==> config.mk <==
export PLATFORM = sky130hd
export DESIGN_NAME = ps2_port
export DESIGN_NICKNAME = d
export VERILOG_FILES = /design/src/source/bus_pkg.sv /design/src/source/ps2_pkg.sv /design/src/source/ps2_line_filter.sv /design/src/source/ps2_port.sv /design/src/source/ps2_receiver.sv /design/src/source/ps2_regs.sv /design/src/source/ps2_transmitter.sv
export SDC_FILE = /design/constraint.sdc
export NUM_CORES = 1
export LEC_CHECK = 0
export ABC_CLOCK_PERIOD_IN_PS = 5200
export BUFFER_PORTS_ARGS = -buffer_cell sky130_fd_sc_hd__buf_2
export CORE_AREA = 2 2 102 113
export DETAILED_ROUTE_END_ITERATION = 12
export DIE_AREA = 0 0 104 115
export GPL_ROUTABILITY_DRIVEN = 0
export GPL_TIMING_DRIVEN = 0
export SYNTH_ARGS = -nofsm -noshare
export SYNTH_HDL_FRONTEND = slang
export SYNTH_SLANG_ARGS = --single-unit
==> constraint.sdc <==
create_clock -name clk_i -period 5.2 [get_ports clk_i]
set_input_delay 0.52 -clock clk_i [delete_from_list [all_inputs] [get_ports clk_i]]
set_output_delay 0.52 -clock clk_i [all_outputs]
set_load 0.01 [all_outputs]
==> src/source/bus_pkg.sv <==
`default_nettype none

package bus_pkg;

	// register index, bit 1 is ignored
	// 0 data, 1 status, 2 and 3 alias them
	typedef logic [1:0] bus_addr_t;

	typedef logic [7:0] bus_data_t;

	// master side, held until ack is seen
	typedef struct packed {
		logic      cyc;
		logic      stb;
		logic      we;
		bus_addr_t adr;
		bus_data_t dat;
	} bus_req_t;

	typedef struct packed {
		logic      ack;
		bus_data_t dat;
	} bus_rsp_t;

endpackage

`default_nettype wire

==> src/source/ps2_pkg.sv <==
`default_nettype none

package ps2_pkg;

	// one data byte of a device frame
	typedef logic [7:0] ps2_byte_t;

	// full frame as shifted in, LSB first
	// bit 0 start, 8:1 data, 9 parity, 10 stop
	typedef logic [10:0] ps2_frame_t;

	// filtered view of the two wires
	// edge flags are single-cycle strobes
	typedef struct packed {
		logic clk_level;
		logic clk_fall;
		logic clk_rise;
		logic dat_level;
	} ps2_line_t;

	// receiver state seen by the register block
	typedef struct packed {
		logic      full;
		ps2_byte_t data;
		logic      parity_err;
	} ps2_rx_t;

	// host-to-device sequencer
	typedef enum logic [4:0] {
		TX_IDLE,
		TX_REQUEST,
		TX_HOLD,
		TX_DATA_LOW,
		TX_RELEASE,
		TX_WAIT_FALL,
		TX_SETTLE,
		TX_SHIFT,
		TX_WAIT_ACK_FALL,
		TX_CAPTURE_ACK,
		TX_WAIT_RISE,
		TX_DONE
	} ps2_tx_state_t;

endpackage

`default_nettype wire

==> src/source/ps2_line_filter.sv <==
`timescale 1ns/1ns
`default_nettype none

module ps2_line_filter (
	input  wire logic          clk_i,
	input  wire logic          rst_i,
	input  wire logic          kclk_i,
	input  wire logic          kdat_i,
	output ps2_pkg::ps2_line_t line_o
);

	// clock pin goes through a long chain, data through a short sync
	// plus a majority window, so data settles well before an edge shows
	localparam int CLK_SYNC_LEN = 10;
	localparam int DAT_WIN_LEN  = 7;

	logic [CLK_SYNC_LEN-1:0] clk_sync_q;
	logic [1:0]              dat_meta_q;
	logic [DAT_WIN_LEN-1:0]  dat_win_q;
	logic [2:0]              dat_ones;
	logic                    clk_now;
	ps2_pkg::ps2_line_t      line_q;

	assign clk_now = clk_sync_q[CLK_SYNC_LEN-1];

	// count high samples in the window
	always_comb begin
		dat_ones = '0;
		for (int i = 0; i < DAT_WIN_LEN; i++) begin
			dat_ones = dat_ones + 3'(dat_win_q[i]);
		end
	end

	// ======================================================================
	// sync chains and edge flags
	// ======================================================================
	always_ff @(posedge clk_i) begin
		if (rst_i) begin
			// idle bus is high on both wires
			clk_sync_q <= '1;
			dat_meta_q <= '1;
			dat_win_q  <= '1;
			line_q     <= '{clk_level: 1'b1, clk_fall: 1'b0, clk_rise: 1'b0, dat_level: 1'b1};
		end else begin
			clk_sync_q <= {clk_sync_q[CLK_SYNC_LEN-2:0], kclk_i};
			dat_meta_q <= {dat_meta_q[0], kdat_i};
			dat_win_q  <= {dat_win_q[DAT_WIN_LEN-2:0], dat_meta_q[1]};
			// clk_level doubles as the previous level for edge detect
			line_q.clk_level <= clk_now;
			line_q.clk_fall  <= line_q.clk_level & ~clk_now;
			line_q.clk_rise  <= ~line_q.clk_level & clk_now;
			// four of seven wins
			line_q.dat_level <= (dat_ones >= 3'd4);
		end
	end

	assign line_o = line_q;

endmodule

`default_nettype wire

==> src/source/ps2_port.sv <==
`timescale 1ns/1ns
`default_nettype none

module ps2_port #(
	parameter int CLK_FREQ_HZ = 50_000_000
) (
	input  wire logic              clk_i,
	input  wire logic              rst_i,
	input  wire bus_pkg::bus_req_t bus_req_i,
	input  wire logic              kclk_i,
	input  wire logic              kdat_i,
	output bus_pkg::bus_rsp_t      bus_rsp_o,
	output logic                   irq_o,
	output logic                   kclk_en_o,
	output logic                   kdat_en_o
);

	// 5 us debounce, 100 us request-to-send
	localparam int DEBOUNCE_CYCLES = CLK_FREQ_HZ / 200_000;
	localparam int RTS_CYCLES      = CLK_FREQ_HZ / 10_000;

	ps2_pkg::ps2_line_t line;
	ps2_pkg::ps2_rx_t   rx;
	ps2_pkg::ps2_byte_t tx_data;
	logic               hold_clk_low;
	logic               rx_clear;
	logic               tx_start;
	logic               tx_abort;
	logic               tx_busy;
	logic               ack_ok;
	logic               tx_clk_low;
	logic               tx_dat_low;

	ps2_line_filter line_filter_inst (
		.clk_i  (clk_i),
		.rst_i  (rst_i),
		.kclk_i (kclk_i),
		.kdat_i (kdat_i),
		.line_o (line)
	);

	ps2_receiver #(
		.DEBOUNCE_CYCLES (DEBOUNCE_CYCLES)
	) receiver_inst (
		.clk_i          (clk_i),
		.rst_i          (rst_i),
		.line_i         (line),
		.tx_busy_i      (tx_busy),
		.rx_clear_i     (rx_clear),
		.rx_o           (rx),
		.hold_clk_low_o (hold_clk_low)
	);

	ps2_transmitter #(
		.DEBOUNCE_CYCLES (DEBOUNCE_CYCLES),
		.RTS_CYCLES      (RTS_CYCLES)
	) transmitter_inst (
		.clk_i      (clk_i),
		.rst_i      (rst_i),
		.line_i     (line),
		.tx_start_i (tx_start),
		.tx_data_i  (tx_data),
		.tx_abort_i (tx_abort),
		.tx_busy_o  (tx_busy),
		.ack_ok_o   (ack_ok),
		.clk_low_o  (tx_clk_low),
		.dat_low_o  (tx_dat_low)
	);

	ps2_regs regs_inst (
		.clk_i      (clk_i),
		.rst_i      (rst_i),
		.bus_req_i  (bus_req_i),
		.rx_i       (rx),
		.tx_busy_i  (tx_busy),
		.ack_ok_i   (ack_ok),
		.bus_rsp_o  (bus_rsp_o),
		.rx_clear_o (rx_clear),
		.tx_start_o (tx_start),
		.tx_data_o  (tx_data),
		.tx_abort_o (tx_abort)
	);

	// open-collector enables, 1 pulls the wire low
	// unread byte keeps the device inhibited
	assign kclk_en_o = tx_clk_low | hold_clk_low;
	assign kdat_en_o = tx_dat_low;
	assign irq_o     = rx.full;

endmodule

`default_nettype wire

==> src/source/ps2_receiver.sv <==
`timescale 1ns/1ns
`default_nettype none

module ps2_receiver #(
	parameter int DEBOUNCE_CYCLES = 250
) (
	input  wire logic               clk_i,
	input  wire logic               rst_i,
	input  wire ps2_pkg::ps2_line_t line_i,
	input  wire logic               tx_busy_i,
	input  wire logic               rx_clear_i,
	output ps2_pkg::ps2_rx_t        rx_o,
	output logic                    hold_clk_low_o
);

	localparam int TIMER_W = $clog2(DEBOUNCE_CYCLES + 1);

	typedef enum logic [1:0] {
		RX_IDLE,
		RX_DEBOUNCE,
		RX_CAPTURE
	} rx_state_t;

	rx_state_t           state_q;
	logic [TIMER_W-1:0]  timer_q;
	ps2_pkg::ps2_frame_t frame_q;
	logic                hold_q;
	logic                frame_full;

	// start bit (always 0) lands in bit 0 after the eleventh shift
	assign frame_full = ~frame_q[0];

	// ======================================================================
	// receive state machine
	// ======================================================================
	always_ff @(posedge clk_i) begin
		if (rst_i) begin
			state_q <= RX_IDLE;
			timer_q <= '0;
			frame_q <= '1;
			hold_q  <= 1'b0;
		end else begin
			timer_q <= timer_q + 1'b1;
			case (state_q)
			RX_IDLE: begin
				timer_q <= '0;
				// no new bits while a byte is unread or host is sending
				if (line_i.clk_fall && !tx_busy_i && !frame_full) begin
					state_q <= RX_DEBOUNCE;
				end
			end
			RX_DEBOUNCE: begin
				if (tx_busy_i) begin
					state_q <= RX_IDLE;
				end else if (timer_q == TIMER_W'(DEBOUNCE_CYCLES - 1)) begin
					// clock back high means a glitch, drop it
					state_q <= line_i.clk_level ? RX_IDLE : RX_CAPTURE;
				end
			end
			RX_CAPTURE: begin
				if (!tx_busy_i) begin
					frame_q <= {line_i.dat_level, frame_q[10:1]};
					// this shift moves the start bit into place
					if (!frame_q[1]) begin
						hold_q <= 1'b1;
					end
				end
				state_q <= RX_IDLE;
			end
			default: state_q <= RX_IDLE;
			endcase
			if (rx_clear_i) begin
				frame_q <= '1;
				hold_q  <= 1'b0;
			end
		end
	end

	// odd parity over data and parity bit
	assign rx_o = '{
		full:       frame_full,
		data:       frame_q[8:1],
		parity_err: frame_full & ~(^frame_q[9:1])
	};
	assign hold_clk_low_o = hold_q;

	// encoding never drifts to the unused value
	assert property (@(posedge clk_i) disable iff (rst_i)
		state_q inside {RX_IDLE, RX_DEBOUNCE, RX_CAPTURE});

	// inhibit tracks the frame through capture and clear
	assert property (@(posedge clk_i) disable iff (rst_i)
		hold_q == frame_full);

endmodule

`default_nettype wire

==> src/source/ps2_regs.sv <==
`timescale 1ns/1ns
`default_nettype none

module ps2_regs (
	input  wire logic              clk_i,
	input  wire logic              rst_i,
	input  wire bus_pkg::bus_req_t bus_req_i,
	input  wire ps2_pkg::ps2_rx_t  rx_i,
	input  wire logic              tx_busy_i,
	input  wire logic              ack_ok_i,
	output bus_pkg::bus_rsp_t      bus_rsp_o,
	output logic                   rx_clear_o,
	output logic                   tx_start_o,
	output ps2_pkg::ps2_byte_t     tx_data_o,
	output logic                   tx_abort_o
);

	logic               req_active;
	logic               req_first;
	logic               sel_status;
	logic               wr_first;
	logic               ack_q;
	bus_pkg::bus_data_t rd_data;
	bus_pkg::bus_data_t rd_data_q;
	ps2_pkg::ps2_byte_t tx_data_q;

	assign req_active = bus_req_i.cyc & bus_req_i.stb;
	// ack still low means this is the opening cycle
	assign req_first  = req_active & ~ack_q;
	// bit 1 of the address is not decoded
	assign sel_status = bus_req_i.adr[0];
	assign wr_first   = req_first & bus_req_i.we;

	// status layout: irq, tc, ack_ok, four zeros, parity_err
	always_comb begin
		if (sel_status) begin
			rd_data = {rx_i.full, ~tx_busy_i, ack_ok_i, 4'b0000, rx_i.parity_err};
		end else begin
			rd_data = rx_i.data;
		end
	end

	// ======================================================================
	// ack and control pulses
	// ======================================================================
	always_ff @(posedge clk_i) begin
		if (rst_i) begin
			ack_q      <= 1'b0;
			rx_clear_o <= 1'b0;
			tx_start_o <= 1'b0;
			tx_abort_o <= 1'b0;
		end else begin
			ack_q      <= req_active;
			tx_start_o <= wr_first & ~sel_status;
			rx_clear_o <= wr_first & sel_status & (bus_req_i.dat == 8'h00);
			tx_abort_o <= wr_first & sel_status & (bus_req_i.dat == 8'hFF);
		end
	end

	// read data and transmit byte
	always_ff @(posedge clk_i) begin
		if (req_first) begin
			rd_data_q <= rd_data;
		end
		if (wr_first & ~sel_status) begin
			tx_data_q <= bus_req_i.dat;
		end
	end

	assign bus_rsp_o = '{ack: ack_q, dat: rd_data_q};
	assign tx_data_o = tx_data_q;

	// side effects never overlap
	assert property (@(posedge clk_i) disable iff (rst_i)
		$onehot0({rx_clear_o, tx_start_o, tx_abort_o}));

endmodule

`default_nettype wire

==> src/source/ps2_transmitter.sv <==
`timescale 1ns/1ns
`default_nettype none

module ps2_transmitter #(
	parameter int DEBOUNCE_CYCLES = 250,
	parameter int RTS_CYCLES      = 5000
) (
	input  wire logic               clk_i,
	input  wire logic               rst_i,
	input  wire ps2_pkg::ps2_line_t line_i,
	input  wire logic               tx_start_i,
	input  wire ps2_pkg::ps2_byte_t tx_data_i,
	input  wire logic               tx_abort_i,
	output logic                    tx_busy_o,
	output logic                    ack_ok_o,
	output logic                    clk_low_o,
	output logic                    dat_low_o
);

	localparam int TIMER_MAX  = (RTS_CYCLES > DEBOUNCE_CYCLES) ? RTS_CYCLES : DEBOUNCE_CYCLES;
	localparam int TIMER_W    = $clog2(TIMER_MAX + 1);
	// start, eight data, parity, stop
	localparam int FRAME_BITS = 11;

	ps2_pkg::ps2_tx_state_t state_q;
	logic [TIMER_W-1:0]     timer_q;
	logic                   debounce_done;
	logic                   rts_done;
	ps2_pkg::ps2_frame_t    shift_q;
	logic [3:0]             bit_cnt_q;
	logic                   busy_q;
	logic                   ack_ok_q;
	logic                   clk_low_q;
	logic                   dat_drive_q;
	logic                   shift_en;

	assign debounce_done = (timer_q == TIMER_W'(DEBOUNCE_CYCLES - 1));
	assign rts_done      = (timer_q == TIMER_W'(RTS_CYCLES - 1));
	assign shift_en      = (state_q == ps2_pkg::TX_SHIFT) && line_i.clk_rise;

	// ======================================================================
	// host-to-device sequencer
	// ======================================================================
	always_ff @(posedge clk_i) begin
		if (rst_i) begin
			state_q     <= ps2_pkg::TX_IDLE;
			timer_q     <= '0;
			bit_cnt_q   <= '0;
			busy_q      <= 1'b0;
			ack_ok_q    <= 1'b0;
			clk_low_q   <= 1'b0;
			dat_drive_q <= 1'b0;
		end else if (tx_abort_i) begin
			// let go of both wires, tc reads back set
			state_q     <= ps2_pkg::TX_IDLE;
			busy_q      <= 1'b0;
			clk_low_q   <= 1'b0;
			dat_drive_q <= 1'b0;
		end else if (tx_start_i) begin
			// a start while busy restarts from the top
			state_q     <= ps2_pkg::TX_REQUEST;
			timer_q     <= '0;
			bit_cnt_q   <= 4'(FRAME_BITS);
			busy_q      <= 1'b1;
			ack_ok_q    <= 1'b0;
			dat_drive_q <= 1'b0;
		end else begin
			timer_q <= timer_q + 1'b1;
			case (state_q)
			ps2_pkg::TX_IDLE: timer_q <= '0;
			ps2_pkg::TX_REQUEST: begin
				// inhibit the device first
				clk_low_q <= 1'b1;
				timer_q   <= '0;
				state_q   <= ps2_pkg::TX_HOLD;
			end
			ps2_pkg::TX_HOLD: begin
				if (rts_done) begin
					state_q <= ps2_pkg::TX_DATA_LOW;
				end
			end
			ps2_pkg::TX_DATA_LOW: begin
				// start bit goes out while clock still held
				dat_drive_q <= 1'b1;
				timer_q     <= '0;
				state_q     <= ps2_pkg::TX_RELEASE;
			end
			ps2_pkg::TX_RELEASE: begin
				if (debounce_done) begin
					clk_low_q <= 1'b0;
					state_q   <= ps2_pkg::TX_WAIT_FALL;
				end
			end
			ps2_pkg::TX_WAIT_FALL: begin
				// device takes over clocking
				if (line_i.clk_fall) begin
					timer_q <= '0;
					state_q <= ps2_pkg::TX_SETTLE;
				end
			end
			ps2_pkg::TX_SETTLE: begin
				if (debounce_done) begin
					state_q <= ps2_pkg::TX_SHIFT;
				end
			end
			ps2_pkg::TX_SHIFT: begin
				// one bit per rising edge, last rise leaves the line released
				if (line_i.clk_rise) begin
					bit_cnt_q <= bit_cnt_q - 1'b1;
					if (bit_cnt_q == 4'd1) begin
						state_q <= ps2_pkg::TX_WAIT_ACK_FALL;
					end
				end
			end
			ps2_pkg::TX_WAIT_ACK_FALL: begin
				if (line_i.clk_fall) begin
					timer_q <= '0;
					state_q <= ps2_pkg::TX_CAPTURE_ACK;
				end
			end
			ps2_pkg::TX_CAPTURE_ACK: begin
				// device holds data low in the ack slot
				if (debounce_done) begin
					ack_ok_q <= ~line_i.dat_level;
					state_q  <= ps2_pkg::TX_WAIT_RISE;
				end
			end
			ps2_pkg::TX_WAIT_RISE: begin
				if (line_i.clk_rise) begin
					state_q <= ps2_pkg::TX_DONE;
				end
			end
			ps2_pkg::TX_DONE: begin
				busy_q      <= 1'b0;
				dat_drive_q <= 1'b0;
				state_q     <= ps2_pkg::TX_IDLE;
			end
			default: state_q <= ps2_pkg::TX_IDLE;
			endcase
		end
	end

	// frame register, bit 0 is on the wire
	always_ff @(posedge clk_i) begin
		if (tx_start_i) begin
			shift_q <= {1'b1, ~(^tx_data_i), tx_data_i, 1'b0};
		end else if (shift_en) begin
			shift_q <= {1'b1, shift_q[10:1]};
		end
	end

	assign tx_busy_o = busy_q;
	assign ack_ok_o  = ack_ok_q;
	assign clk_low_o = clk_low_q;
	assign dat_low_o = dat_drive_q & ~shift_q[0];

	// data wire is free whenever the sequencer rests
	assert property (@(posedge clk_i) disable iff (rst_i)
		(state_q == ps2_pkg::TX_IDLE) |-> !dat_low_o);

endmodule

`default_nettype wire

==> results by group, run 1 <==
Timing
  • Total negative setup slack: 0 ns
  • Fin. Hold Viols: 0
  • Final critical-path required period: 2.25 ns
  • Final clock period utilization by the worst path: 43.3%
  • Worst slew margin: approximately 53%
  • Setup Viol. Count Final: 0
  • Actual slew at the worst max-slew pin: 0.707 ns
  • Setup WS post-layout: 2.95 ns
  • Unrepaired setup endpoints after global routing: false
  • Slew Limit Fails: 0
  • Clk_skew: around 0.0085 ns
  • FMAX: around 440 MHz

Global routing
  • Grt met1 use: 16.7%
  • Global-route wire length before repair: 13,400 µm
  • GR Util met2: 24.3%
  • Global route overflow: 0
  • Total GRT Usage: 14.0%
  • Initial antenna violation count: 0
  • Largest net degree at the start of global routing: 17
  • Vias in the first global route: 2,924
  • Busiest grt layer: met2
  • Grt met3 use: around 3.3%

Clock tree
  • Postcts setup bufs: 0
  • Clk_lat worst skew: ~0.34 ns
  • CTS buffer count: 9
  • H-tree Lvls: 3
  • Clk buf depth: 2
  • Post-CTS Hold Buffers: 0
  • Total clock sinks: 100
  • Post-CTS sizing: 0
  • CTS tree: done
  • Clk pin slew, worst setup/hold paths: about 0.070 ns
  • Root buf cell: clkbuf_16

Placement
  • HPWL Detailed: roughly 5700 µm
  • Pre-CTS WS: between 2 and 3 ns
  • Port Buffer Count: 27

Layout
  • FILL cells: between 1,000 and 1,500
  • Reg area: 2250 µm²
  • Multi-input gate area: 1790 µm²
  • Area growth, synth to finish: 15.0%
  • Ant diodes: 0
  • Nets@finish: 481
  • Most frequent cells in the layout: 75 x dfxtp_1, 41 x nor2_1, 32 x nand2_1
  • Share of cells above drive strength 1: between 10% and 20%
  • Most common cell after layout, fill and taps aside: dfxtp_1

Floorplan
  • Row count: 40
  • Core region area: between 10,000 and 15,000 µm²
  • Initial core utilization: between 30 and 40%
  • Die height: ~120 µm
  • Die area: around 12,000 µm²
  • Boundary Pins: 29
  • Die Width: 104 µm

Synth
  • Post-synthesis cell type count: 59
  • Post-Syn Area: approximately 4200 µm²
  • Syn_area_per_cell: between 10 and 15 µm²
  • Predominant post-synthesis flop cell: dfxtp_1
  • Seq/Total Area, Yosys: a little over half
  • Yosys reg bits: 100
  • Syn Nets: roughly 440
  • Synth warn: 0
  • Cells after synthesis: 415
  • Post-synth EDFFs: 25
  • Post-synth ARST share: 0%

Detailed routing
  • DR vias: 2,956
  • DRT Wirelength: roughly 7900 µm
  • Vias/cell: a little under 5
  • Iteration-0 DRC Markers: slightly below 100
  • DR pass1 iterations: 4
  • DR WL/cell: approximately 13 µm
  • DRT antenna net count: 0
  • # DRC: 0

Hold path
  • WHS Path Cells: 2
  • Hold Path Class: in2reg

Setup path
  • Critical Path Source Type: flip-flop
  • Arr. time, crit path: about 2.5 ns
  • R2r worst-path depth: 9
  • Largest stage delay on the critical path: 0.42 ns
  • Critical path type: reg2reg
  • Worst-path maximum fanout: 2
  • Crit path max-delay cell type: fa_1
  • Worst path required time: 5.43 ns
  • Worst setup EP type: flip-flop
  • Critical Path, Cell by Cell: ha_1, inv_1, fa_1, fa_1, inv_1, ha_1, a31oi_1, xor2_1, nand2b_1

Power and ir drop
  • P_leak: between 1.5 and 2 nW
  • Cell Pwr Density: 340 nW/µm²
  • Peak VDD IR: around 0.16 mV

Run
  • Max Cap Violations: 0

Outcome
  • Status: completed
## logic make-up (layout without fill, tap and decap cells)
family	count (synthesis)	count (layout)	share of synthesized area, %
AOI/OAI and AO/OA	58	58	9.13
xor gates and xnor gates	31	31	6.41
and+or+nand+nor	168	168	21.4
DFF	100	100	53.2
muxes	7	7	1.71
buffers and inverters	40	83	4.61
adders and majority gates	11	11	3.60
## routing by layer
layer	share of wire (%)	vias up	routed length [µm]
met4	1.8	0	140
li1	-	1508	-
met2	50	33	3920
met3	2.7	14	216
met5	0	-	0
met1	46	1401	3590
## power breakdown
part	switching, mW	total (mW)	internal (mW)
logic	0.0782	0.141	0.0628
registers	0.0141	0.828	0.814
clock network	0.278	0.687	0.409
## Yosys cell counts (9+ instances only)
| cell | number | area (µm²) |
|---|---|---|
| xor2_1 | 11 | 96.3 |
| nand2_1 | 32 | 120 |
| xnor2_1 | 20 | 175 |
| a22o_1 | 9 | 78.8 |
| nor2b_1 | 9 | 56.3 |
| or2_2 | 22 | 138 |
| inv_1 | 22 | 82.6 |
| dfxtp_1 | 75 | 1500 |
| a21oi_1 | 18 | 90.1 |
| clkbuf_1 | 11 | 41.3 |
| nand3_1 | 16 | 80.1 |
| o21ai_0 | 10 | 50.1 |
| ha_1 | 9 | 113 |
| nor2_1 | 41 | 154 |
| edfxtp_1 | 25 | 751 |
## worst paths after layout
path | start | to | slack [ns]
max | line_filter_inst.dat_win_q[0] | line_filter_inst.line_o[0] | 2.95
min | kdat_i | line_filter_inst.dat_meta_q[0] | 0.36
max reg2reg | line_filter_inst.dat_win_q[0] | line_filter_inst.line_o[0] | 2.95
min reg2reg | line_filter_inst.clk_sync_q[3] | line_filter_inst.clk_sync_q[4] | 0.41
## state kept, by name, indices dropped and copies added, names as in the netlist, 4 cells and up
register and flops:
regs_inst.rd_data_q 8, receiver_inst.frame_q 11, line_filter_inst.dat_win_q 7, transmitter_inst.timer_q 13, transmitter_inst.shift_q 10, receiver_inst.timer_q 8, line_filter_inst.line_o 4, transmitter_inst.bit_cnt_q 4
regs_inst.tx_data_o 8, transmitter_inst.state_q 4, line_filter_inst.clk_sync_q 10
## worst max-delay path: cells and delay by family (launching register included)
family / cells / cell delay [ns]
AO/OA/AOI/OAI: 1 / 0.20
adder cells (fa/ha/maj): 4 / 1.28
AND/OR/NAND/NOR: 1 / 0.06
flip-flops: 1 / 0.31
XOR/XNOR: 1 / 0.16
buffers and inverters: 2 / 0.13
## per-stage QoR
stage / instances / hold WS, ns / power, mW / utilization [%] / area (µm²)
after floorplan: 415 / 0.389 / 0.944 / - / 4240
after global placement: 589 / 0.392 / 0.983 / 42.1 / 4560
after detailed placement: 589 / 0.392 / 0.985 / 42.1 / 4560
after CTS: 605 / 0.350 / 1.67 / 45.1 / 4870
after global routing: 605 / 0.359 / 1.72 / 45.1 / 4870
final: 605 / 0.362 / 1.66 / 45.1 / 4870
## area by class of cell
type                       instances  area share (%)
tap                              147            3.77
timing repair buffer              27            2.77
buffer                            18            2.31
clock buffer                      14            6.29
inverter                          22            1.69
sequential                       100            46.2
clock inverter                     2           0.231
multi-input combinational        275            36.7
No activity file was read; power rests on OpenSTA's default activity.
==> inputs of run 2 (changes only) <==
ABC_AREA = 1   (was unset)
ABC_CLOCK_PERIOD_IN_PS = 2100   (was 5200)
CORE_AREA = 2 2 103 115   (was 2 2 102 113)
DIE_AREA = 0 0 105 117   (was 0 0 104 115)
clock period = 2.1 ns   (was 5.2 ns; I/O delays follow)
==> run 2 against run 1 <==
The flow now finishes with violations (setup timing). Hold slack worse by 0.32 ns. Clock power up 140%. Sequential share of layout area down 1.2 points. First-iteration DRC count up 67%. Area after synthesis up 2.4%. Worst setup slack worse by 3.1 ns. Core utilization down 0.31 points.
==> results by group, run 2 <==
Clock tree
  • CTS buffer count: 9
  • Total clock sinks: 100
  • H-tree Lvls: 3
  • Clk_lat worst skew: roughly 0.35 ns
  • Clk pin slew, worst setup/hold paths: 0.07 ns
  • Clk buf depth: 2
  • Root buf cell: clkbuf_16
  • CTS tree: done
  • Post-CTS Hold Buffers: 0

Detailed routing
  • DRT Wirelength: a little over 8000 µm
  • DR WL/cell: roughly 12 µm
  • Vias/cell: 4.71
  • DRT antenna net count: 0
  • DR vias: between 3,000 and 4,000
  • DR pass1 iterations: 4
  • # DRC: 0
  • Iteration-0 DRC Markers: about 160

Synth
  • Post-synth EDFFs: 25
  • Post-synth ARST share: 0%
  • Post-Synth Adder-Cell Area: 3.52%
  • Top post-synthesis cells by count: 79 x nand2_1, 75 x dfxtp_1, 64 x inv_1
  • Post-Synth XOR/XNOR Area: roughly 3.8%
  • Post-Syn Area: approximately 4300 µm²
  • Post-Synth Simple-Gate Area: about a quarter
  • Complex-gate fraction of the synthesized area: ~8.9%
  • Yosys reg bits: 100
  • Largest family of logic cells by synthesized area: simple AND/OR/NAND/NOR gates
  • Seq/Total Area, Yosys: between 50% and 60%
  • Syn_area_per_cell: ~8.7 µm²
  • Cells after synthesis: 500
  • Top-count cell post-synth: nand2_1
  • Syn Nets: approximately 530
  • Predominant post-synthesis flop cell: dfxtp_1
  • Post-synthesis cell type count: 43
  • Synth area leader: dfxtp_1
  • Synth warn: 0
  • Mux share of post-synthesis cell area: 0%
  • Post-synth top area share: between 30% and 40%
  • Largest cells by area after synthesis: dfxtp_1 35%, edfxtp_1 17%, nand2_1 6.8%

Timing
  • Fin. Hold Viols: 0
  • Unrepaired setup endpoints after global routing: true
  • Final clock period utilization by the worst path: 108%
  • Setup Viol. Count Final: 1
  • Slew Limit Fails: 0
  • Actual slew at the worst max-slew pin: roughly 0.58 ns
  • Setup WS post-layout: -0.171 ns
  • Final critical-path required period: between 2 and 2.5 ns
  • Total negative setup slack: -0.171 ns
  • Clk_skew: between 0.009 and 0.01 ns
  • FMAX: approximately 440 MHz
  • Worst slew margin: roughly three fifths

Setup path
  • Register-to-register path setup slack: -0.17 ns
  • R2r worst-path depth: 9
  • Worst Path Buf+Inv: 2
  • Worst path required time: approximately 2.3 ns
  • Reg2reg end: line_filter_inst.line_o[0]
  • Largest stage delay on the critical path: approximately 0.50 ns
  • Critical Path Source Type: flip-flop
  • Crit path max-delay cell type: fa_1
  • Arr. time, crit path: roughly 2.5 ns
  • Family with the most delay on the worst path: adder cells
  • Worst-path maximum fanout: 2
  • Worst setup EP type: flip-flop
  • Critical path type: reg2reg
  • Critical Path, Cell by Cell: ha_4, inv_2, fa_1, fa_2, inv_2, ha_4, a31o_4, a21oi_2, o21ai_1
  • Reg2reg start: line_filter_inst.dat_win_q[0]

Layout
  • Share of cells above drive strength 1: between 10% and 20%
  • Most frequent cells in the layout: 79 x nand2_1, 73 x dfxtp_1, 62 x inv_1
  • Multi-input gate area: approximately 1800 µm²
  • Largest reg by FF count: transmitter_inst.timer_q
  • FILL cells: approximately 1,100
  • Max FFs per register: 13
  • Nets@finish: about 570
  • Most common cell after layout, fill and taps aside: nand2_1
  • Area growth, synth to finish: 15.4%
  • Fin area: ~5000 µm²
  • Reg area: approximately 2300 µm²
  • Largest registers: transmitter_inst.timer_q (13), receiver_inst.frame_q (11)
  • Final Util: between 40 and 50%
  • Fin cells: between 600 and 700
  • Ant diodes: 0

Global routing
  • GR Util met2: roughly a quarter
  • Total GRT Usage: 14.3%
  • Grt met3 use: about 4.6%
  • Global route overflow: 0
  • Busiest grt layer: met2
  • Vias in the first global route: roughly 3,100
  • Initial antenna violation count: 0
  • Grt met1 use: 16.2%
  • Largest net degree at the start of global routing: 18
  • Global-route wire length before repair: approximately 14,000 µm

Hold path
  • HP Start: kdat_i
  • Hold Path Class: in2reg
  • Endpoint, Worst Hold: line_filter_inst.dat_meta_q[0]
  • WHS Path Cells: 2

Placement
  • Inst Count DP: just under 700
  • HPWL Detailed: approximately 6000 µm
  • Placement Cell Area: roughly 4700 µm²
  • Port Buffer Count: 26
  • Pre-CTS WS: -0.429 ns

Power and ir drop
  • Cell Pwr Density: slightly below 900 nW/µm²
  • P_leak: just over 2 nW
  • Peak VDD IR: 0.713 mV

Floorplan
  • Initial core utilization: between 30 and 40%
  • Die Width: 105 µm
  • Core region area: approximately 11,000 µm²
  • Die height: around 120 µm
  • Die area: roughly 12,000 µm²
  • Row count: ~40
  • Boundary Pins: 29

Outcome
  • Status: complete, but fails checks
  • Failing checks: setup timing

Run
  • Max Cap Violations: 0
## run 2: worst max-delay path by stage
stage / slack (ns) / from / cells after the start / end
finish: -0.17 / line_filter_inst.dat_win_q[0] / 9 / line_filter_inst.line_o[0]
global route: -0.24 / line_filter_inst.dat_win_q[1] / 9 / line_filter_inst.line_o[0]
CTS: -0.10 / line_filter_inst.dat_win_q[0] / 9 / line_filter_inst.line_o[0]
detailed placement: -0.43 / bus_req_i[11] / 5 / regs_inst.tx_data_o[7]
global placement: -0.39 / bus_req_i[11] / 5 / regs_inst.tx_data_o[5]
floorplan: -0.07 / line_filter_inst.dat_win_q[0] / 9 / line_filter_inst.line_o[0]
## run 2: per-stage QoR
stage	power (mW)	hold slack, ns
2_1_floorplan	2.65	0.309
3_3_place_gp	2.79	0.393
3_5_place_dp	2.80	0.393
4_1_cts	4.44	0.0308
5_1_grt	4.66	0.0342
6_report	4.40	0.0426
## run 2: cell families (layout without fill, tap and decap cells)
family	Yosys count	count (layout)
xor gates and xnor gates	19	19
buffers and inverters	77	119
adders and majority gates	11	11
DFF	100	100
AOI/OAI and AO/OA	65	65
and+or+nand+nor	228	228
## run 2: power by group
part | leakage [nW] | internal, mW | switching, mW
clock | 0.150 | 0.907 | 0.727
combinational | 1.05 | 0.242 | 0.419
sequential | 0.830 | 2.04 | 0.0655
total | 2.03 | 3.19 | 1.21
## run 2: metal layers
| metal | share of wire (%) | vias to the layer above |
|---|---|---|
| met4 | 1.7 | 0 |
| met5 | 0 | - |
| met2 | 49 | 55 |
| met3 | 3.9 | 13 |
| met1 | 45 | 1500 |
| li1 | - | 1691 |
## run 2: timing repair
item / CTS / global route
setup buffers: 0 / 0
resized for setup: 2 / 8
setup endpoints to repair: 9 / 9
pin swaps: 2 / 3
## run 2: layout make-up
| type | count | share of cell area, % |
|---|---|---|
| buffer | 10 | 1.00 |
| clock buffer | 10 | 4.77 |
| clock inverter | 6 | 1.15 |
| inverter | 67 | 5.02 |
| multi-input combinational | 323 | 36.7 |
| sequential | 100 | 45.0 |
| tap | 150 | 3.75 |
| timing repair buffer | 26 | 2.60 |
==> inputs of run 3 (changes only) <==
==> constraint.sdc (replaced) <==
create_clock -name clk_i -period 2.1 [get_ports clk_i]
set_input_delay 0.525 -clock clk_i [delete_from_list [all_inputs] [get_ports clk_i]]
set_output_delay 0.525 -clock clk_i [all_outputs]
set_load 0.01 [all_outputs]
==> run 3 against run 2 <==
The run still ends with setup timing left. Register-to-register slack improved by 0.06 ns. Sequential cell count unchanged. Combinational power decreased by 2%. Sequential share of layout area increased by 0.10 points. Design area decreased by 0.22%. Core utilization decreased by 0.10 points. First-iteration DRC count decreased by 12%. Final cell count unchanged. Via count decreased by 1.0%. Count of clock-buffer cells in the layout unchanged. Maximum frequency increased by 2.9%. Total power increased by 1.1%. Critical endpoint unchanged.
==> results by group, run 3 (synthesis results as in run 2) <==
Setup path
  • Family with the most delay on the worst path: adder cells
  • Largest stage delay on the critical path: 0.47 ns
  • Critical Path, Cell by Cell: ha_4, inv_2, fa_1, fa_2, inv_1, ha_1, a31o_2, a21oi_2, o21ai_1
  • WP depth: 9
  • Crit path max-delay cell type: fa_1
  • Reg2reg start: line_filter_inst.dat_win_q[0]
  • Arr. time, crit path: 2.45 ns
  • Critical path type: reg2reg
  • Critical Path Source Type: flip-flop
  • Worst-path maximum fanout: 2
  • R2r worst-path depth: 9
  • Crit path from: line_filter_inst.dat_win_q[0]
  • Worst path required time: 2.35 ns
  • Worst setup EP type: flip-flop
  • Worst Path Buf+Inv: 2

Layout
  • Ant diodes: 0
  • Most common cell after layout, fill and taps aside: nand2_1
  • FILL cells: roughly 1,100
  • Reg area: between 2000 and 2500 µm²
  • Largest reg by FF count: transmitter_inst.timer_q
  • Share of cells above drive strength 1: between 10% and 20%
  • Max FFs per register: 13
  • Final Util: approximately 45%
  • Multi-input gate area: around 1800 µm²
  • Nets@finish: ~570
  • Fin area: 5000 µm²
  • Area growth, synth to finish: 15.1%
  • Most frequent cells in the layout: 79 x nand2_1, 73 x dfxtp_1, 63 x inv_1
  • Fin cells: 692
  • Largest registers: transmitter_inst.timer_q (13), receiver_inst.frame_q (11)

Hold path
  • WHS Path Cells: 2
  • Hold Path Class: in2reg
  • HP Start: kclk_i

Timing
  • Setup WS post-layout: -0.107 ns
  • Hold slack: ~0.35 ns
  • Final critical-path required period: roughly 2.2 ns
  • Setup Viol. Count Final: 1
  • Fin. Hold Viols: 0
  • Actual slew at the worst max-slew pin: ~0.60 ns
  • Slew Limit Fails: 0
  • Unrepaired setup endpoints after global routing: true
  • Worst slew margin: around three fifths
  • Final clock period utilization by the worst path: 105%
  • Clk_skew: 0.00533 ns
  • FMAX: 453 MHz

Placement
  • Placement Cell Area: ~4700 µm²
  • Inst Count DP: 676
  • HPWL Detailed: about 6000 µm
  • Port Buffer Count: 26
  • Pre-CTS WS: -0.312 ns

Detailed routing
  • DRT Wirelength: about 8000 µm
  • DRT antenna net count: 0
  • Top layer in use: met4
  • DR pass1 iterations: 4
  • Met1 WL: 3520 µm
  • # DRC: 0
  • DR WL/cell: between 10 and 15 µm
  • DR WL met2: 4020 µm
  • DR vias: ~3,200
  • Met3 wire length: approximately 270 µm
  • Iteration-0 DRC Markers: roughly 140
  • Vias/cell: ~4.7

Power and ir drop
  • Cell Pwr Density: slightly below 900 nW/µm²
  • P_leak: about 2.0 nW
  • Peak VDD IR: 0.516 mV

Global routing
  • Total GRT Usage: ~14%
  • Global route overflow: 0
  • Initial antenna violation count: 0
  • Largest net degree at the start of global routing: 18
  • Global-route wire length before repair: between 10,000 and 15,000 µm
  • Vias in the first global route: slightly above 3,000

Floorplan
  • Row count: 41
  • Die area: 12,300 µm²
  • Initial core utilization: roughly 39%
  • Core region area: between 10,000 and 15,000 µm²
  • Die height: approximately 120 µm
  • Boundary Pins: 29
  • Die Width: 105 µm

Clock tree
  • Total clock sinks: 100
  • Clk buf depth: 2
  • Clk pin slew, worst setup/hold paths: about 0.070 ns
  • Post-CTS Hold Buffers: 0
  • Clk_lat worst skew: about 0.35 ns
  • H-tree Lvls: 3
  • CTS tree: done
  • Root buf cell: clkbuf_16
  • CTS buffer count: 9
  • Postcts setup bufs: 0

Outcome
  • Status: complete, but fails checks
  • Failing checks: setup timing

Run
  • Max Cap Violations: 0
==> run 3: worst reg2reg max path: stages, from the launching register on <==
cell	delay (ns)
dfxtp_2	0.34
ha_4	0.26
inv_2	0.03
fa_1	0.47
fa_2	0.34
inv_1	0.06
ha_1	0.22
a31o_2	0.22
a21oi_2	0.11
o21ai_1	0.06
==> run 3: worst paths after layout <==
kind,endpoint,slack (ns)
hold reg to reg,line_filter_inst.clk_sync_q[8],0.41
setup / recovery,line_filter_inst.line_o[0],-0.11
setup reg to reg,line_filter_inst.line_o[0],-0.11
hold / removal,line_filter_inst.clk_sync_q[0],0.35
==> run 3: metal layers <==
| layer | GRT usage, % | up-vias |
|---|---|---|
| met5 | 0 | - |
| met4 | 7.64 | 0 |
| met3 | 4.26 | 12 |
| met2 | 24.9 | 29 |
| met1 | 15.9 | 1485 |
| li1 | - | 1699 |
==> run 3: layout make-up <==
cell class | count | area share (%)
flip-flops and latches | 100 | 45.1
multi-input cells | 323 | 36.3
inverters | 67 | 5.03
clock buffers | 10 | 4.78
well taps | 150 | 3.76
repair buffers | 26 | 2.60
clock inverters | 6 | 1.35
plain buffers | 10 | 1.00
==> run 3: per-stage QoR <==
| stage | power (mW) | setup TNS (ns) |
|---|---|---|
| CTS | 4.51 | -0.116 |
| detailed placement | 2.80 | -2.65 |
| finish | 4.45 | -0.107 |
| global route | 4.70 | -0.196 |
| global placement | 2.79 | -2.30 |
| floorplan | 2.65 | -0.0656 |
==> run 3: repair_timing <==
action,4_1_cts,5_1_grt
gates resized for setup,2,4
setup endpoints to repair,1,9
endpoints found under the hold margin,0,0
pin swaps,2,0
gates cloned,0,0
==> run 3: report_power, final <==
group / switching (mW) / internal (mW) / total (mW) / leakage (nW)
logic: 0.409 / 0.239 / 0.649 / 1.05
registers: 0.0655 / 2.04 / 2.11 / 0.830
clock network: 0.726 / 0.967 / 1.69 / 0.156
